[config.mk]
export PLATFORM = sky130hd
export DESIGN_NAME = fixed_mul
export DESIGN_NICKNAME = d
export VERILOG_FILES = /design/src/source/fixed_point_pkg.sv /design/src/source/fixed_mul.sv
export SDC_FILE = /design/constraint.sdc
export NUM_CORES = 2
export LEC_CHECK = 0
export BUFFER_PORTS_ARGS = -buffer_cell sky130_fd_sc_hd__clkbuf_2
export CAP_MARGIN = 20
export CORE_MARGIN = 3
export CORE_UTILIZATION = 50
export DETAILED_ROUTE_END_ITERATION = 10
export GPL_ROUTABILITY_DRIVEN = 0
export PLACE_DENSITY = 0.73
export SYNTH_ARGS = -nofsm -noshare
export SYNTH_HDL_FRONTEND = slang
export SYNTH_SLANG_ARGS = --single-unit
[constraint.sdc]
create_clock -name clk -period 21.3 [get_ports clk]
set_input_delay 0 -clock clk [delete_from_list [all_inputs] [get_ports clk]]
set_output_delay 0 -clock clk [all_outputs]
set_load 0.01 [all_outputs]
[src/source/fixed_point_pkg.sv]
`default_nettype none

package fixed_point_pkg;

    // Q11.21 signed fixed point
    localparam int FP_WIDTH = 32;
    localparam int FP_QINT  = 11;   // Integer bits, sign included
    localparam int FP_QFRAC = 21;

    // One arithmetic value
    typedef logic signed [FP_WIDTH-1:0] fx_t;

    // Full products and pre-shifted dividends or radicands
    typedef logic signed [2*FP_WIDTH-1:0] fx_wide_t;

endpackage

`default_nettype wire
[src/source/fixed_mul.sv]
`timescale 1ns/1ps
`default_nettype none

module fixed_mul (
    input  logic                 clk,
    input  logic                 rst_n,
    input  fixed_point_pkg::fx_t a,
    input  fixed_point_pkg::fx_t b,
    output fixed_point_pkg::fx_t result
);
    import fixed_point_pkg::*;

    localparam fx_wide_t FX_MAX = fx_wide_t'({1'b0, {(FP_WIDTH-1){1'b1}}});
    localparam fx_wide_t FX_MIN = -FX_MAX - 1;
    localparam fx_wide_t HALF_LSB = fx_wide_t'(1) <<< (FP_QFRAC - 1);

    fx_wide_t prod_q;
    fx_wide_t scaled;

    assign scaled = (prod_q + HALF_LSB) >>> FP_QFRAC;  // Round half up

    always_ff @(posedge clk) begin
        if (!rst_n) begin
            prod_q <= '0;
            result <= '0;
        end else begin
            prod_q <= fx_wide_t'(a) * fx_wide_t'(b);
            if (scaled > FX_MAX)
                result <= fx_t'(FX_MAX);
            else if (scaled < FX_MIN)
                result <= fx_t'(FX_MIN);
            else
                result <= fx_t'(scaled);
        end
    end

endmodule

`default_nettype wire

==> impl_metrics.csv <==
group,metric,value,unit
critical_path,cp.arrival,8.75,ns
final_layout,syn2layout_area_growth,3.61,%
critical_path,crit_path_start_kind,"input pin",
floorplan,ios,98,
synthesis,ys_warn_count,0,
timing,setup_ws,12.81,ns
final_layout,final_cells,5075,
final_layout,layout_common_cells,"1,081 x fa_1, 991 x inv_1, 551 x nand2_1, 503 x and2_1, 181 x ha_1",
final_layout,drive_gt1_share,4.33,%
global_route,grt_overflow,0,
clock_tree,hold_buffers,0,
synthesis,netlist_instances,4125,
detailed_routing,via_count,27500,
clock_tree,clkSlewWorstSetupHoldPaths,0.07,ns
final_layout,final_common_cell,"fa_1",
critical_path,ff2ff_path_depth,10,
timing,finalSetupViolations,0,
timing,finClkSkew,0.00904,ns
global_route,grt_max_degree,33,
global_route,antenna_found_initial,4,
synthesis,synth_cell_types,70,
clock_tree,clk_latency,0.34,ns
placed_design,port_buffers,97,
placed_design,preCtsSetupSlack,12.60,ns
timing,final-hold-violation-count,0,
final_layout,seq_area,1520,sq um
synthesis,synth_top_area_share,55.9,%
detailed_routing,routed-wl-met2,49.3,mm
critical_path,r2r_setup_slack,17.92,ns
detailed_routing,wl_met1,35.9,mm
placed_design,dp.cells,5053,
critical_path,crit_fanout,32,
floorplan,start_util,50.7,%
timing,worst_pin_slew,1.08,ns
min_path,min_path_type,"input pin to flop",
timing,fin_crit,8.49,ns
floorplan,dieArea,80700,sq um
synthesis,synth_ff_type,"dfxtp_1",
clock_tree,cts_root_buf,"clkbuf_16",
detailed_routing,wl_met3,6.35,mm
status,status,"finished, final reports clean",
synthesis,ys_seq_area_share,3.93,%
final_layout,fin_area,40100,sq um
timing,min_period_over_period,39.9,%
placed_design,hpwl,78.0,mm
placed_design,place_area,39700,sq um
critical_path,endpoint_kind,"flop",
timing,relSlewSlack,28.2,%
detailed_routing,drt_wl_total,98.5,mm
detailed_routing,routed.top_layer,"met4",
synthesis,syn_area,38700,sq um
clock_tree,cts_resized,0,
floorplan,die_h,284,um
final_layout,fin_nets,5363,
floorplan,die_w,284,um
clock_tree,cts_setup_buffers,0,
clock_tree,cts_buffer_depth,2,
detailed_routing,routedWlPerCell,19.4,um
min_path,hold_depth,3,
final_layout,fillCellCount,6879,
final_layout,multi_input_area,32600,sq um
synthesis,syn_area_per_cell,9.38,sq um
clock_tree,htreeDepth,3,
floorplan,core,76300,sq um
synthesis,synth-edff-count,0,
critical_path,crit_type,"input pin to flop",
detailed_routing,drcViolationCount,0,
clock_tree,cts_tree,"done",
critical_path,cp.required,21.56,ns
timing,rsz0062_at_grt,"no",
detailed_routing,first_iter_violations,1583,
timing,fmax,0.118,GHz
floorplan,fp-row-count,101,
global_route,grt_util_all_layers,26.0,%
detailed_routing,ant_nets,0,
synthesis,netlist_top_cells_area,"fa_1 56%, inv_1 9.6%, and2_1 8.1%, ha_1 5.9%, nand2_1 5.3%",
timing,slew_violations,0,
synthesis,yosys_register_bits,76,
timing,fin_tns_setup,0,ns
global_route,grt_pass1_wl,166,mm
detailed_routing,vias_per_cell,5.42,
global_route,grt_pass1_vias,31700,
detailed_routing,firstDrtPassIters,8,
synthesis,syn_nets,5453,
synthesis,synth-async-reset-ratio,0,%
clock_tree,numCtsBuffers,9,
job,drv_cap,0,
clock_tree,clock_sink_count,76,
synthesis,synth_top_cell_by_area,"fa_1",
worst max-delay path, stage by stage:
cell and delay (ns):
clkbuf_2 0.65, nand2_1 0.28, inv_1 0.16, fa_1 0.41
inv_1 0.24, fa_1 0.47, inv_1 0.22, fa_1 0.50
fa_1 0.84, inv_1 0.38, fa_1 0.60, inv_1 0.07
fa_1 0.53, inv_1 0.05, fa_1 0.47, inv_1 0.05
fa_1 0.45, ha_1 0.34, a21oi_1 0.21, o21ai_0 0.12
a21o_1 0.22, o21ba_2 0.23, o21ai_0 0.10, a2111oi_0 0.63
nor3_1 0.17, o21ai_1 0.15, nor3b_1 0.17
area by class of cell:
| class | count | share of cell area [%] |
|---|---|---|
| Sequential cell | 76 | 3.80 |
| Clock buffer | 9 | 0.562 |
| Timing Repair Buffer | 111 | 1.50 |
| Clock inverter | 7 | 0.206 |
| Tap cell | 1030 | 3.22 |
| Inverter | 991 | 9.28 |
| Antenna cell | 5 | 0.0312 |
| Multi-Input combinational cell | 2846 | 81.4 |
metrics by stage:
stage / hold slack [ns] / utilization (%)
2_1_floorplan: 0.191 / -
3_3_place_gp: 0.389 / 52.1
3_5_place_dp: 0.388 / 52.1
4_1_cts: 0.295 / 52.5
5_1_grt: 0.327 / 52.5
6_report: 0.309 / 52.5
routing by layer:
layer  vias to the layer above  global-route usage (%)
li1                      11700                       -
met1                     14200                    31.0
met2                      1193                    45.3
met3                       377                    3.30
met4                         0                    15.2
met5                         -                       0
cells in the mapped netlist, types with 5 or more instances:
library cell and n:
a21o_1 26, a21oi_1 65, a31oi_1 5, and2_1 503, and3_1 13, clkbuf_1 204
dfxtp_1 76, fa_1 1081, ha_1 181, inv_1 991, nand2_1 551, nand2b_1 18
nand3_1 32, nand4_1 22, nor2_1 72, nor2b_1 5, nor3_1 24, nor3b_1 6
nor4_1 9, o211ai_1 6, o21a_1 5, o21ai_0 31, o21ai_1 7, o21ai_2 30
o21bai_1 8, or3_1 5, xnor2_1 44, xor2_1 31
sequential cells by signal (all words and copies together) (netlist names):
register / cells
result: 32
prod_q: 44
final timing paths:
check / from / to
max: b[5] / prod_q[60]
max reg2reg: prod_q[25] / result[20]
min: rst_n / prod_q[61]
min reg2reg: prod_q[31] / result[10]
cell families after synthesis:
group | after synthesis | share of synthesized area (%)
AOI/OAI and AO/OA | 225 | 4.00
xor gates and xnor gates | 75 | 1.70
adders and majority gates | 1262 | 61.8
buffers and inverters | 1203 | 11.8
DFF | 76 | 3.93
muxes | 5 | 0.133
and+or+nand+nor | 1279 | 16.7
Power is left out: the tool's default activity adds up to more than one toggle a clock period on the data nets, which glitch-free logic cannot reach.
