`config.mk`:
```
export PLATFORM = sky130hd
export DESIGN_NAME = fixed_sqrt
export DESIGN_NICKNAME = d
export VERILOG_FILES = /design/src/source/fixed_point_pkg.sv /design/src/source/inverse_cdf_pkg.sv /design/src/source/fixed_sqrt.sv
export SDC_FILE = /design/constraint.sdc
export NUM_CORES = 2
export LEC_CHECK = 0
export ABC_AREA = 1
export BUFFER_PORTS_ARGS = -buffer_cell sky130_fd_sc_hd__buf_2
export CAP_MARGIN = 40
export CORE_MARGIN = 2
export CORE_UTILIZATION = 25
export DETAILED_ROUTE_END_ITERATION = 8
export PLACE_DENSITY = 0.44
export SLEW_MARGIN = 5
export SYNTH_ARGS = -nofsm -noshare
export SYNTH_HDL_FRONTEND = slang
export SYNTH_SLANG_ARGS = --single-unit
```
`constraint.sdc`:
```
create_clock -name clk -period 11.4 [get_ports clk]
set_input_delay 1.14 -clock clk [delete_from_list [all_inputs] [get_ports clk]]
set_output_delay 1.14 -clock clk [all_outputs]
set_load 0.01 [all_outputs]
```
`src/source/fixed_point_pkg.sv`:
```
`default_nettype none

package fixed_point_pkg;

    // Q11.21 signed fixed point
    localparam int FP_WIDTH = 32;
    localparam int FP_QINT  = 11;   // Integer bits, sign included
    localparam int FP_QFRAC = 21;

    // One arithmetic value
    typedef logic signed [FP_WIDTH-1:0] fx_t;

    // Full products and pre-shifted dividends or radicands
    typedef logic signed [2*FP_WIDTH-1:0] fx_wide_t;

endpackage

`default_nettype wire
```
`src/source/inverse_cdf_pkg.sv`:
```
`default_nettype none

package inverse_cdf_pkg;

    // Mantissa bits that index the ln table
    localparam int LUT_BITS = 8;

    // Stage latencies in clock cycles
    localparam int FOLD_LATENCY = 1;
    localparam int LN_LATENCY   = 3;   // Normalize, table read, exponent add
    localparam int MUL_LATENCY  = 2;
    localparam int SQRT_LATENCY = 8;
    localparam int DIV_LATENCY  = 12;
    localparam int ZS_LATENCY   = 6 + DIV_LATENCY + 1;

    // Negate flag travels from the fold output to the rational stage input
    localparam int NEGATE_DELAY = LN_LATENCY + MUL_LATENCY + SQRT_LATENCY;

    localparam int TOTAL_LATENCY = FOLD_LATENCY + NEGATE_DELAY + ZS_LATENCY;

    // Zelen-Severo coefficients in Q11.21
    localparam fixed_point_pkg::fx_t ZS_C0 = 5275422;   // 2.515517
    localparam fixed_point_pkg::fx_t ZS_C1 = 1683705;   // 0.802853
    localparam fixed_point_pkg::fx_t ZS_C2 = 21659;     // 0.010328
    localparam fixed_point_pkg::fx_t ZS_D1 = 3004774;   // 1.432788
    localparam fixed_point_pkg::fx_t ZS_D2 = 396926;    // 0.189269
    localparam fixed_point_pkg::fx_t ZS_D3 = 2743;      // 0.001308

    localparam fixed_point_pkg::fx_t LN2_FX = 1453635;  // ln 2

    // Folded sample, x in (0,0.5] plus the sign to restore at the end
    typedef struct packed {
        fixed_point_pkg::fx_t x;
        logic                 negate;
    } fold_t;

endpackage

`default_nettype wire

```
`src/source/fixed_sqrt.sv`:
```
`timescale 1ns/1ps
`default_nettype none

module fixed_sqrt (
    input  logic                 clk,
    input  logic                 rst_n,
    input  logic                 valid_in,
    input  fixed_point_pkg::fx_t a,
    output logic                 valid_out,
    output fixed_point_pkg::fx_t sqrt_out
);
    import fixed_point_pkg::*;
    import inverse_cdf_pkg::*;

    localparam int ROOT_W = 24;
    localparam int REM_W  = 30;
    localparam int STEP_BITS = ROOT_W / SQRT_LATENCY;   // 3 root bits per stage
    localparam fx_wide_t RAD_MAX = (fx_wide_t'(1) <<< (2 * ROOT_W)) - 1;

    typedef struct packed {
        fx_wide_t                 rad;    // Unconsumed radicand bits, MSB pair at 47:46
        logic signed [REM_W-1:0]  rem;
        logic [ROOT_W-1:0]        root;
    } sqrt_state_t;

    // Non-restoring iteration, remainder sign picks add or subtract
    function automatic sqrt_state_t sqrt_step(input sqrt_state_t s);
        sqrt_state_t n;
        n = s;
        for (int k = 0; k < STEP_BITS; k++) begin
            if (n.rem >= 0)
                n.rem = {n.rem[REM_W-3:0], n.rad[2*ROOT_W-1 -: 2]} - {n.root, 2'b01};
            else
                n.rem = {n.rem[REM_W-3:0], n.rad[2*ROOT_W-1 -: 2]} + {n.root, 2'b11};
            n.root = {n.root[ROOT_W-2:0], ~n.rem[REM_W-1]};
            n.rad  = n.rad << 2;
        end
        return n;
    endfunction

    fx_wide_t            rad_full;
    sqrt_state_t         first;
    sqrt_state_t         stage_q [SQRT_LATENCY];
    logic [SQRT_LATENCY-1:0] valid_q;

    assign rad_full = fx_wide_t'(a) <<< FP_QFRAC;

    always_comb begin
        first = '0;
        if (a < 0)
            first.rad = '0;                // Negative input gives zero
        else if (rad_full > RAD_MAX)
            first.rad = RAD_MAX;           // Clamp to the widest root
        else
            first.rad = rad_full;
    end

    for (genvar s = 0; s < SQRT_LATENCY; s++) begin : g_stage
        if (s == 0) begin : g_first
            always_ff @(posedge clk) stage_q[0] <= sqrt_step(first);
        end else begin : g_next
            always_ff @(posedge clk) stage_q[s] <= sqrt_step(stage_q[s-1]);
        end
    end

    always_ff @(posedge clk) begin
        if (!rst_n)
            valid_q <= '0;
        else
            valid_q <= {valid_q[SQRT_LATENCY-2:0], valid_in};
    end

    assign valid_out = valid_q[SQRT_LATENCY-1];
    assign sqrt_out  = fx_t'(stage_q[SQRT_LATENCY-1].root);

endmodule

`default_nettype wire

```
==> out/metrics.cfg <==
[setup_path]
crit_buf_inv = 3
worst_path_largest_cell_delay_ns = 0.58
cpMaxStageDelayCell = dfxtp_1
cp_max_fo = 29
rrSetupSlack_ns = 2.09
end_kind = flip-flop
critical_path_arrival_ns = 9.83
required_ns = 11.92
cp-start-kind = flip-flop
path_delay_family = compound AO/OA/AOI/OAI gates
critPathKind = flip-flop to flip-flop
cp.depth = 42
crit_top_cell = a21oi_1
worstRegToRegCells = 42
r2r-start = stage_q[0][165]$_DFF_P_
rr_endpoint = stage_q[0][275]$_DFF_P_

[route]
wl_per_cell_microns = 14.16
postRouteAntennaNets = 0
drt-pass1-iter-count = 6
finalWirelength_microns = 98010
drt_iter0_drc = 1179
vias = 31250
post-route-drc-count = 0
vias_per_cell = 4.515

[finish]
finish.net_count = 5579
ff_latch_area_sq_um = 7347
layout.cells.most_common = nand2_1
final_cells = 6920
layout-drive-gt1-share = 0.05397
final_cell_mix = 844 x nand2_1, 610 x a21oi_1, 570 x ha_1
num-fill-cells = 16050
syn2layout_area_growth_pct = 11.43
multi_input_area_sq_um = 26910
diodes = 0

[global_route]
grt_pass1_wl_microns = 159500
gr-total-overflow = 0
grt_pass1_vias = 30650
antenna_found_initial = 6
grt_max_degree = 30
track_usage = 0.1312

[timing]
timing_max_transition_violations_final = 0
layout_setup_ws_ns = 2.092
finalClockSkew_ns = 0.02754
min_period_over_period = 0.8165
final-hold-violation-count = 0
setup_tns_ns = 0
finalSetupViolCount = 0
period_minus_slack_ns = 9.308
rsz0062_at_grt = no
max_freq_mhz = 107.4
worst_slew_pin_slew_ns = 0.8567
slew_headroom = 0.4280

[synthesis]
synth_seq_cells = 367
ys_async_sr_fraction = 0
synth_area_per_cell_sq_um = 7.468
synth-edff-count = 0
yosys_most_used_dff = dfxtp_1
synth_cell_types = 69
synthSimpleGateAreaFrac = 0.1694
synth.area.top_cells = dfxtp_1 20%, ha_1 20%, xor2_1 11%, nand2_1 8.7%, a21oi_1 8.4%
synth-seq-area-share = 0.2013
synthCells = 4888
synth_compound_area_frac = 0.1785
yosys.area_share.adder = 0.2009
yosys_warnings = 0
synth_top_family_by_area = adder cells
synth.largest_area_cell = dfxtp_1
synth_xor_area_frac = 0.1860
syn_area_sq_um = 36500
synth_top_area_frac = 0.2013
synthMuxAreaShare = 0.0002742

[clock_network]
htreeDepth = 2
cts_buffers = 49
cts_setup_buffers = 0
worst_skew_pair.late_latency_ns = 0.64
clk_pin_slew_ns = 0.06
cts_hold_buf = 0
clockRootBuffer = clkbuf_16
clkSinkCount = 367
cts_resized = 0
ctsLongestPathBuffers = 3
cts_tree = done

[die]
num_rows = 140
die_x_microns = 386.1
dieHeight_microns = 386.1
pin_count = 68
core_sq_um = 145400
dieArea_sq_um = 149100
initial_utilization = 0.2511

[place]
place.detailed.hpwl_microns = 82560
gp_congestion = 0.8562
placement.io_buffers = 59
dp_cells = 6830
dp_slack_ns = 2.024

[status]
outcome = completed

[worst_hold_path]
hp-start = stage_q[0][75]$_SDFF_PP0_
hold_class = flip-flop to flip-flop
hold_path_depth = 0
holdPathEnd = stage_q[0][193]$_DFF_P_

[flow_run]
maxCapViolCount = 0

-- flip-flops by register name, summed over array words and instances (netlist names) --
name	flops
valid_q	8
stage_q	359
-- routing by layer --
layer  GRT usage  vias to the layer above  wire length, microns
met1      0.1795                    14120                 48850
met4     0.02871                        0                  1735
met5           0                        -                     0
li1            -                    16650                     -
met3     0.01701                       93                  3352
met2      0.2187                      382                 44070
-- synth_stat cells (44+ instances only) --
master	count
nand2_1	844
a21oi_1	610
ha_1	570
inv_1	499
xor2_1	450
dfxtp_1	367
xnor2_1	305
nor2_1	297
o21ai_0	222
nand3_1	137
o21ai_1	55
a31oi_1	45
nand4_1	44
-- cell type report --
| type | count | area share |
|---|---|---|
| Timing Repair Buffer | 73 | 0.01123 |
| Clock buffer | 60 | 0.03288 |
| Inverter | 505 | 0.04660 |
| Multi-Input combinational cell | 3968 | 0.6615 |
| Clock inverter | 30 | 0.008213 |
| Sequential cell | 367 | 0.1806 |
| Tap cell | 1917 | 0.05897 |
-- worst register-to-register path, delay by kind of cell, from the launching register on --
| family | cells | cell delay [ns] |
|---|---|---|
| AO/OA/AOI/OAI | 25 | 4.44 |
| flip-flops | 1 | 0.58 |
| adder cells (fa/ha/maj) | 3 | 1.40 |
| XOR/XNOR | 2 | 0.32 |
| AND/OR/NAND/NOR | 9 | 1.88 |
| buffers and inverters | 3 | 0.59 |
-- through the flow --
| stage | hold WS, ns | utilization | area, sq um |
|---|---|---|---|
| after CTS | 0.3206 | 0.2798 | 40680 |
| after global placement | 0.3105 | 0.2676 | 38910 |
| after floorplan | 0.3096 | - | 36570 |
| final | 0.3210 | 0.2798 | 40680 |
| after global routing | 0.3311 | 0.2798 | 40680 |
| after detailed placement | 0.3121 | 0.2683 | 39000 |
-- worst max path at each step --
| stage | start | endpoint |
|---|---|---|
| after global routing | stage_q[0][165]$_DFF_P_ | stage_q[0][275]$_DFF_P_ |
| after CTS | stage_q[0][165]$_DFF_P_ | stage_q[0][275]$_DFF_P_ |
| final | stage_q[0][165]$_DFF_P_ | stage_q[0][275]$_DFF_P_ |
| after floorplan | stage_q[0][165]$_DFF_P_ | stage_q[0][275]$_DFF_P_ |
| after detailed placement | stage_q[0][165]$_DFF_P_ | stage_q[0][275]$_DFF_P_ |
| after global placement | stage_q[0][165]$_DFF_P_ | stage_q[0][275]$_DFF_P_ |
-- logic make-up after synthesis --
kind of cell | after synthesis
other | 2
multiplexers | 1
buffers and inverters | 570
flip-flops | 367
XOR/XNOR | 763
AND/OR/NAND/NOR | 1448
adder cells (fa/ha/maj) | 580
AO/OA/AOI/OAI | 1157
Power is left out: the tool's default activity adds up to more than one toggle a clock period on the data nets, which glitch-free logic cannot reach.
