`src/source/fixed_point_pkg.sv`:
```
`default_nettype none

package fixed_point_pkg;

    // Q11.21 signed fixed point
    localparam int FP_WIDTH = 32;
    localparam int FP_QINT  = 11;   // Integer bits, sign included
    localparam int FP_QFRAC = 21;

    // One arithmetic value
    typedef logic signed [FP_WIDTH-1:0] fx_t;

    // Full products and pre-shifted dividends or radicands
    typedef logic signed [2*FP_WIDTH-1:0] fx_wide_t;

endpackage

`default_nettype wire
```
`src/source/inverse_cdf_pkg.sv`:
```
`default_nettype none

package inverse_cdf_pkg;

    // Mantissa bits that index the ln table
    localparam int LUT_BITS = 8;

    // Stage latencies in clock cycles
    localparam int FOLD_LATENCY = 1;
    localparam int LN_LATENCY   = 3;   // Normalize, table read, exponent add
    localparam int MUL_LATENCY  = 2;
    localparam int SQRT_LATENCY = 8;
    localparam int DIV_LATENCY  = 12;
    localparam int ZS_LATENCY   = 6 + DIV_LATENCY + 1;

    // Negate flag travels from the fold output to the rational stage input
    localparam int NEGATE_DELAY = LN_LATENCY + MUL_LATENCY + SQRT_LATENCY;

    localparam int TOTAL_LATENCY = FOLD_LATENCY + NEGATE_DELAY + ZS_LATENCY;

    // Zelen-Severo coefficients in Q11.21
    localparam fixed_point_pkg::fx_t ZS_C0 = 5275422;   // 2.515517
    localparam fixed_point_pkg::fx_t ZS_C1 = 1683705;   // 0.802853
    localparam fixed_point_pkg::fx_t ZS_C2 = 21659;     // 0.010328
    localparam fixed_point_pkg::fx_t ZS_D1 = 3004774;   // 1.432788
    localparam fixed_point_pkg::fx_t ZS_D2 = 396926;    // 0.189269
    localparam fixed_point_pkg::fx_t ZS_D3 = 2743;      // 0.001308

    localparam fixed_point_pkg::fx_t LN2_FX = 1453635;  // ln 2

    // Folded sample, x in (0,0.5] plus the sign to restore at the end
    typedef struct packed {
        fixed_point_pkg::fx_t x;
        logic                 negate;
    } fold_t;

endpackage

`default_nettype wire

```
`src/source/cdf_fold.sv`:
```
`timescale 1ns/1ps
`default_nettype none

module cdf_fold (
    input  logic                   clk,
    input  logic                   rst_n,
    input  logic                   valid_in,
    input  fixed_point_pkg::fx_t   u,
    output logic                   valid_out,
    output inverse_cdf_pkg::fold_t fold
);
    import fixed_point_pkg::*;

    localparam fx_t ONE  = fx_t'(1) <<< FP_QFRAC;
    localparam fx_t HALF = fx_t'(1) <<< (FP_QFRAC - 1);

    fx_t  x_next;
    logic negate_next;

    // Upper half mirrors onto the lower half, lower half is the negative tail
    always_comb begin
        if (u >= HALF) begin
            x_next      = ONE - u;
            negate_next = 1'b0;
        end else begin
            x_next      = u;
            negate_next = 1'b1;
        end
        if (x_next == '0)
            x_next = fx_t'(1);  // u = 0 lands on the smallest x
    end

    always_ff @(posedge clk) begin
        if (!rst_n)
            valid_out <= 1'b0;
        else
            valid_out <= valid_in;
    end

    always_ff @(posedge clk) begin
        fold.x      <= x_next;
        fold.negate <= negate_next;
    end

endmodule

`default_nettype wire

```
`config.mk`:
```
export PLATFORM = sky130hd
export DESIGN_NAME = cdf_fold
export DESIGN_NICKNAME = d
export VERILOG_FILES = /design/src/source/fixed_point_pkg.sv /design/src/source/inverse_cdf_pkg.sv /design/src/source/cdf_fold.sv
export SDC_FILE = /design/constraint.sdc
export NUM_CORES = 1
export LEC_CHECK = 0
export BUFFER_PORTS_ARGS = -buffer_cell sky130_fd_sc_hd__buf_2
export CAP_MARGIN = 0
export CORE_MARGIN = 3
export CORE_UTILIZATION = 44
export CTS_CLUSTER_DIAMETER = 50
export DETAILED_ROUTE_END_ITERATION = 8
export GPL_TIMING_DRIVEN = 1
export PLACE_DENSITY = 0.75
export REMOVE_ABC_BUFFERS = 1
export SETUP_SLACK_MARGIN = 0.3
export SYNTH_ARGS = -nofsm -noshare
export SYNTH_HDL_FRONTEND = slang
export SYNTH_SLANG_ARGS = --single-unit
export TNS_END_PERCENT = 30
```
`constraint.sdc`:
```
create_clock -name clk -period 2.4 [get_ports clk]
set_input_delay 0.36 -clock clk [delete_from_list [all_inputs] [get_ports clk]]
set_output_delay 0.36 -clock clk [all_outputs]
set_load 0.005 [all_outputs]
```
==> results.yml, run 1 <==
detailed_routing:
  wl_per_cell_um: 14.2
  routed_wl_um: 5440
  post-route-drc-count: 0
  drt-vias-per-instance: 5.33
  drtAntennaViolNets: 0
  drt_iter0_markers: 106
  vias: 2035
  first_pass_iters: 4
floorplan:
  fp-row-count: 22
  boundaryPins: 69
  die_w_um: 70.6
  start_util_pct: 47.7
  die-area_mm2: 0.00499
  core_area_mm2: 0.00385
  fp.dieH_um: 70.6
finish:
  drive_gt1_share_pct: 49.7
  area.growth.synth_to_final_pct: 58.7
  layout.nets: 370
  antenna_cells: 0
clock_tree:
  ctsHoldBuffers: 0
  htree_num_levels: 2
  cts.sinks: 34
  clockBufferDepth: 2
  cts_made_buffers: 5
  cts_root_buf: "clkbuf_8"
  clkTransAtPathRegs_ns: 0.07
  cts_tree: "done"
synthesis:
  avgSynthCellArea_um2: 9.24
  synth_cell_types: 54
  yosys-top-cells-area: "dfxtp_1 (37%), xnor2_1 (8.6%), xor2_1 (7.1%)"
  synthCells: 199
  async_flop_share_pct: 0
  ys_seq_area_share_pct: 37.0
  yosys_warnings: 0
  synth_top_area_cell: "dfxtp_1"
  synthFlopType: "dfxtp_1"
  synth_top_area_share_pct: 37.0
  netlist_top_cells_count: "dfxtp_1 (34), xnor2_1 (18), xor2_1 (15), a21oi_1 (12), nor2_1 (12)"
  synth.most_common_cell: "dfxtp_1"
  ys_ff_latch: 34
  synth_edf_count: 0
  netlist_area_mm2: 0.00184
sta:
  layout_setup_ws_ns: 0.105
  final_hold_viol_count: 0
  maxSlewViolCount: 0
  period_needed_ns: 2.30
  finalSetupViolations: 0
  max_freq_mhz: 436
  worst_pin_slew_ns: 0.376
  rsz0062_at_grt: "true"
  finalCritPeriodShare_pct: 95.6
  slew_headroom_pct: 74.8
global_route:
  grt_pass1_wl_um: 8800
  antenna_found_initial: 0
  grt_overflow_total: 0
  grt_max_degree: 13
  grt_use_total_pct: 22.3
  grt_pass1_vias: 1946
worst_setup_path:
  arrival_ns: 2.54
  cp_max_fo: 3
  required_ns: 2.64
  cp-end-kind: "register"
  critPathKind: "input pin to register"
  cp-start-kind: "input pin"
  startpoint: "u[10]"
power:
  p_leak_nw: 1.30
  totalPowerFinal_mw: 1.50
  vdd_drop_max_mv: 0.390
  powerDensity_mw_per_mm2: 516
job:
  maxCapViolations: 0
placed_design:
  place.gp.congestion: 0.913
  port-buffer-count: 68
  pre_cts_ws_ns: -0.335
  dp_hpwl_um: 4210
hold_path:
  holdCritStartpoint: "u[30]"
  hold_path_depth: 2
  hp-class: "input pin to register"
status:
  status: "completed"
report_power, final:
group / total, mW / switching (mW) / internal [mW] / leakage [nW]
clock network: 0.520 / 0.210 / 0.310 / 0.0524
registers: 0.634 / 0.0126 / 0.621 / 0.286
logic: 0.350 / 0.168 / 0.182 / 0.964
total: 1.50 / 0.390 / 1.11 / 1.30
final timing paths:
check                      end  slack [ns]
worst max-delay path   fold[1]        0.10
worst min-delay path  fold[31]        0.26
state kept, by name, indices dropped and copies added (netlist names):
register   count
valid_out      1
fold          33
layout make-up:
class,count,area [um^2]
multi-input combinational,149,1180
tap,48,60.1
timing repair buffer,136,867
fill,281,937
clock inverter,1,30.0
inverter,7,26.3
clock buffer,7,76.3
sequential,34,681
cells by family after synthesis:
kind of cell	Yosys count	synth area share [%]
buffers and inverters	16	3.54
xor gates and xnor gates	33	15.7
DFF	34	37.0
AOI/OAI and AO/OA	50	19.4
and+or+nand+nor	63	22.3
adders and majority gates	2	1.36
muxes	1	0.613
layout by cell type (no fill, tap or decap), drive strengths merged, types with 3 or more instances in the layout:
cell,Yosys,final
a32oi,3,3
o21ai,13,13
buf,1,136
or3,5,5
nand2,8,8
xor2,15,15
nor2,12,12
a31oi,4,4
nor3,8,8
nand3,3,3
inv,7,7
xnor2,18,18
nor4,9,9
or4,4,4
a21oi,12,12
clkbuf,8,7
dfxtp,34,34
critical path: stages:
cell and delay (ns):
buf_6 0.09, or4_4 0.55, or4_4 0.48, o21ai_4 0.21, buf_4 0.15, xnor2_1 0.06
o32a_1 0.30, o32ai_2 0.16, a31o_1 0.18
metrics by stage:
step | utilization (%) | cell area (um^2) | std cells | hold WS [ns] | setup TNS, ns
2_1_floorplan | - | 1800 | 190 | 0.457 | -1.10
3_3_place_gp | 69.9 | 2700 | 371 | 0.559 | -0.552
3_5_place_dp | 69.9 | 2700 | 371 | 0.563 | -0.656
4_1_cts | 74.4 | 2870 | 380 | 0.254 | 0
5_1_grt | 75.7 | 2920 | 382 | 0.255 | 0
6_report | 75.7 | 2920 | 382 | 0.265 | 0
metal layers:
metal	GRT usage (%)	vias to the layer above	part of all wire [%]
li1	-	1000	-
met3	6.96	13	6.2
met5	0	-	0
met2	36.7	75	49
met4	10.2	0	2.5
met1	26.5	947	42
what timing repair did:
action | CTS | global route
buffers inserted | 1 | 2
pin swaps | 13 | 2
gates resized for setup | 10 | 6
hold endpoints to repair | 0 | 0
setup endpoints to repair | 2 | 3
Note: power is estimated with default switching activity, not from simulation.
==> run 2: changes to the inputs <==
- CORE_MARGIN: 3 -> default
- clock period: 2.4 -> 1.9 ns (I/O delays scaled with it)
==> run 2 against run 1 <==
The flow now finishes with violations (setup timing). Clock-buffer cell count is 1 lower. Global-route usage is 5.0 points higher. First-iteration DRC count is 99% higher. Design area is 8.3% higher. Sequential cell count stayed put. Sequential share of layout area is 1.8 points lower. Highest routed layer unchanged.
==> results.yml, run 2 (synthesis results as in run 1) <==
job:
  maxCapViolations: 0
worst_setup_path:
  arrival_ns: 2.44
  startpoint: "u[10]"
  cp_slowest_stage_delay_ns: 0.54
  crit_slowest_cell: "or4_4"
  critPathKind: "input pin to register"
  path_buf_inv: 1
  cp-start-kind: "input pin"
  cp_cell_sequence: "buf_6, or4_4, or3_4, nor4_4, o21ai_1, a2111o_1, nor4b_4, a31oi_1"
  cpLargestDelayFamily: "simple AND/OR/NAND/NOR gates"
  cp-end-kind: "register"
  required_ns: 2.08
  cp_max_fo: 4
clock_tree:
  clkTransAtPathRegs_ns: 0.07
  cts.sinks: 34
  htree_num_levels: 2
  clockBufferDepth: 2
  cts_tree: "done"
  cts_root_buf: "clkbuf_8"
  cts_made_buffers: 5
finish:
  n_fill_cell: 249
  top_regs: "fold x33, valid_out x1"
  layout_commonest_cell: "buf_4"
  layout.nets: 386
  top_register: "fold"
  drive_gt1_share_pct: 57.7
  antenna_cells: 0
  final_cell_mix: "buf_4 (79), buf_2 (66), dfxtp_1 (34)"
  largest_reg_flops: 33
  fin_cells: 400
  area.growth.synth_to_final_pct: 71.9
  final_util_pct: 79.0
detailed_routing:
  drt-vias-per-instance: 5.57
  drt_iter0_markers: 211
  first_pass_iters: 4
  wl_per_cell_um: 16.0
  routed_wl_um: 6380
  vias: 2227
  post-route-drc-count: 0
  drtAntennaViolNets: 0
power:
  powerDensity_mw_per_mm2: 591
  p_leak_nw: 1.40
  totalPowerFinal_mw: 1.87
  vdd_drop_max_mv: 0.331
status:
  status: "complete, but fails checks"
  violations: "setup timing"
placed_design:
  place.gp.congestion: 0.861
  dp.cells: 389
  port-buffer-count: 68
  dp_hpwl_um: 4160
floorplan:
  boundaryPins: 69
  start_util_pct: 45.9
  die_w_um: 66.6
  fp-row-count: 23
  die-area_mm2: 0.00444
  fp.dieH_um: 66.6
  core_area_mm2: 0.00400
sta:
  finalSetupViolations: 6
  slew_headroom_pct: 71.7
  max_freq_mhz: 442
  layout_setup_ws_ns: -0.363
  rsz0062_at_grt: "true"
  worst_pin_slew_ns: 0.420
  hold_slack_ns: 0.194
  final_hold_viol_count: 0
  finalCritPeriodShare_pct: 119
  maxSlewViolCount: 0
  period_needed_ns: 2.26
hold_path:
  hp-class: "input pin to register"
  holdCritStartpoint: "valid_in"
  holdPathEnd: "valid_out"
  hold_path_depth: 2
global_route:
  grt_pass1_vias: 1958
  antenna_found_initial: 0
  grt_use_total_pct: 27.3
  grt_overflow_total: 0
  grt_pass1_wl_um: 9230
  grt_max_degree: 23
==> run 2: changes by cell type in the layout (fill, tap and decap cells not counted), sizes merged <==
cell / before / now
buf: 136 / 152
clkbuf: 7 / 6
clkinvlp: 0 / 1
clkinv: 0 / 1
bufinv: 1 / 0
==> run 2: where the power goes <==
group | total [mW] | leakage (nW) | switching (mW) | internal, mW
clock | 0.566 | 0.0472 | 0.275 | 0.291
combinational | 0.498 | 1.07 | 0.242 | 0.257
sequential | 0.803 | 0.286 | 0.0178 | 0.785
==> run 2: per-stage QoR <==
step	cell area, um^2	worst slack [ns]	TNS [ns]
6_report	3160	-0.363	-0.918
3_3_place_gp	2820	-0.719	-4.59
4_1_cts	3040	-0.309	-0.663
3_5_place_dp	2820	-0.751	-4.81
2_1_floorplan	1800	-0.982	-4.73
5_1_grt	3160	-0.420	-1.15
==> run 2: how the worst max path moves through the flow <==
stage          depth (start not counted)       to  slack, ns
2_1_floorplan                          8  fold[2]      -0.98
5_1_grt                                8  fold[2]      -0.42
3_5_place_dp                           8  fold[2]      -0.75
3_3_place_gp                           8  fold[2]      -0.72
4_1_cts                                9  fold[2]      -0.31
6_report                               8  fold[2]      -0.36
==> run 2: routing by layer <==
metal  vias up  part of all wire [%]  GRT usage (%)
met1      1058                    43           35.2
met4         0                   3.3           10.4
met3        23                   6.1           4.45
met5         -                     0              0
li1       1033                     -              -
met2       113                    48           44.8
==> run 2: final cells by class <==
class,count,area (um^2),area share [%]
clock buffers,6,82.6,2.61
well taps,50,62.6,1.98
inverters,7,26.3,0.832
clock inverters,2,12.5,0.396
repair buffers,152,1000,31.7
multi-input cells,149,1290,40.9
flip-flops and latches,34,681,21.5
==> run 2: timing repair <==
| item | 4_1_cts | 5_1_grt |
|---|---|---|
| pin swaps | 19 | 12 |
| hold buffers | 0 | 0 |
| buffers inserted | 1 | 2 |
| gates resized for setup | 23 | 19 |
| setup endpoints to repair | 18 | 21 |
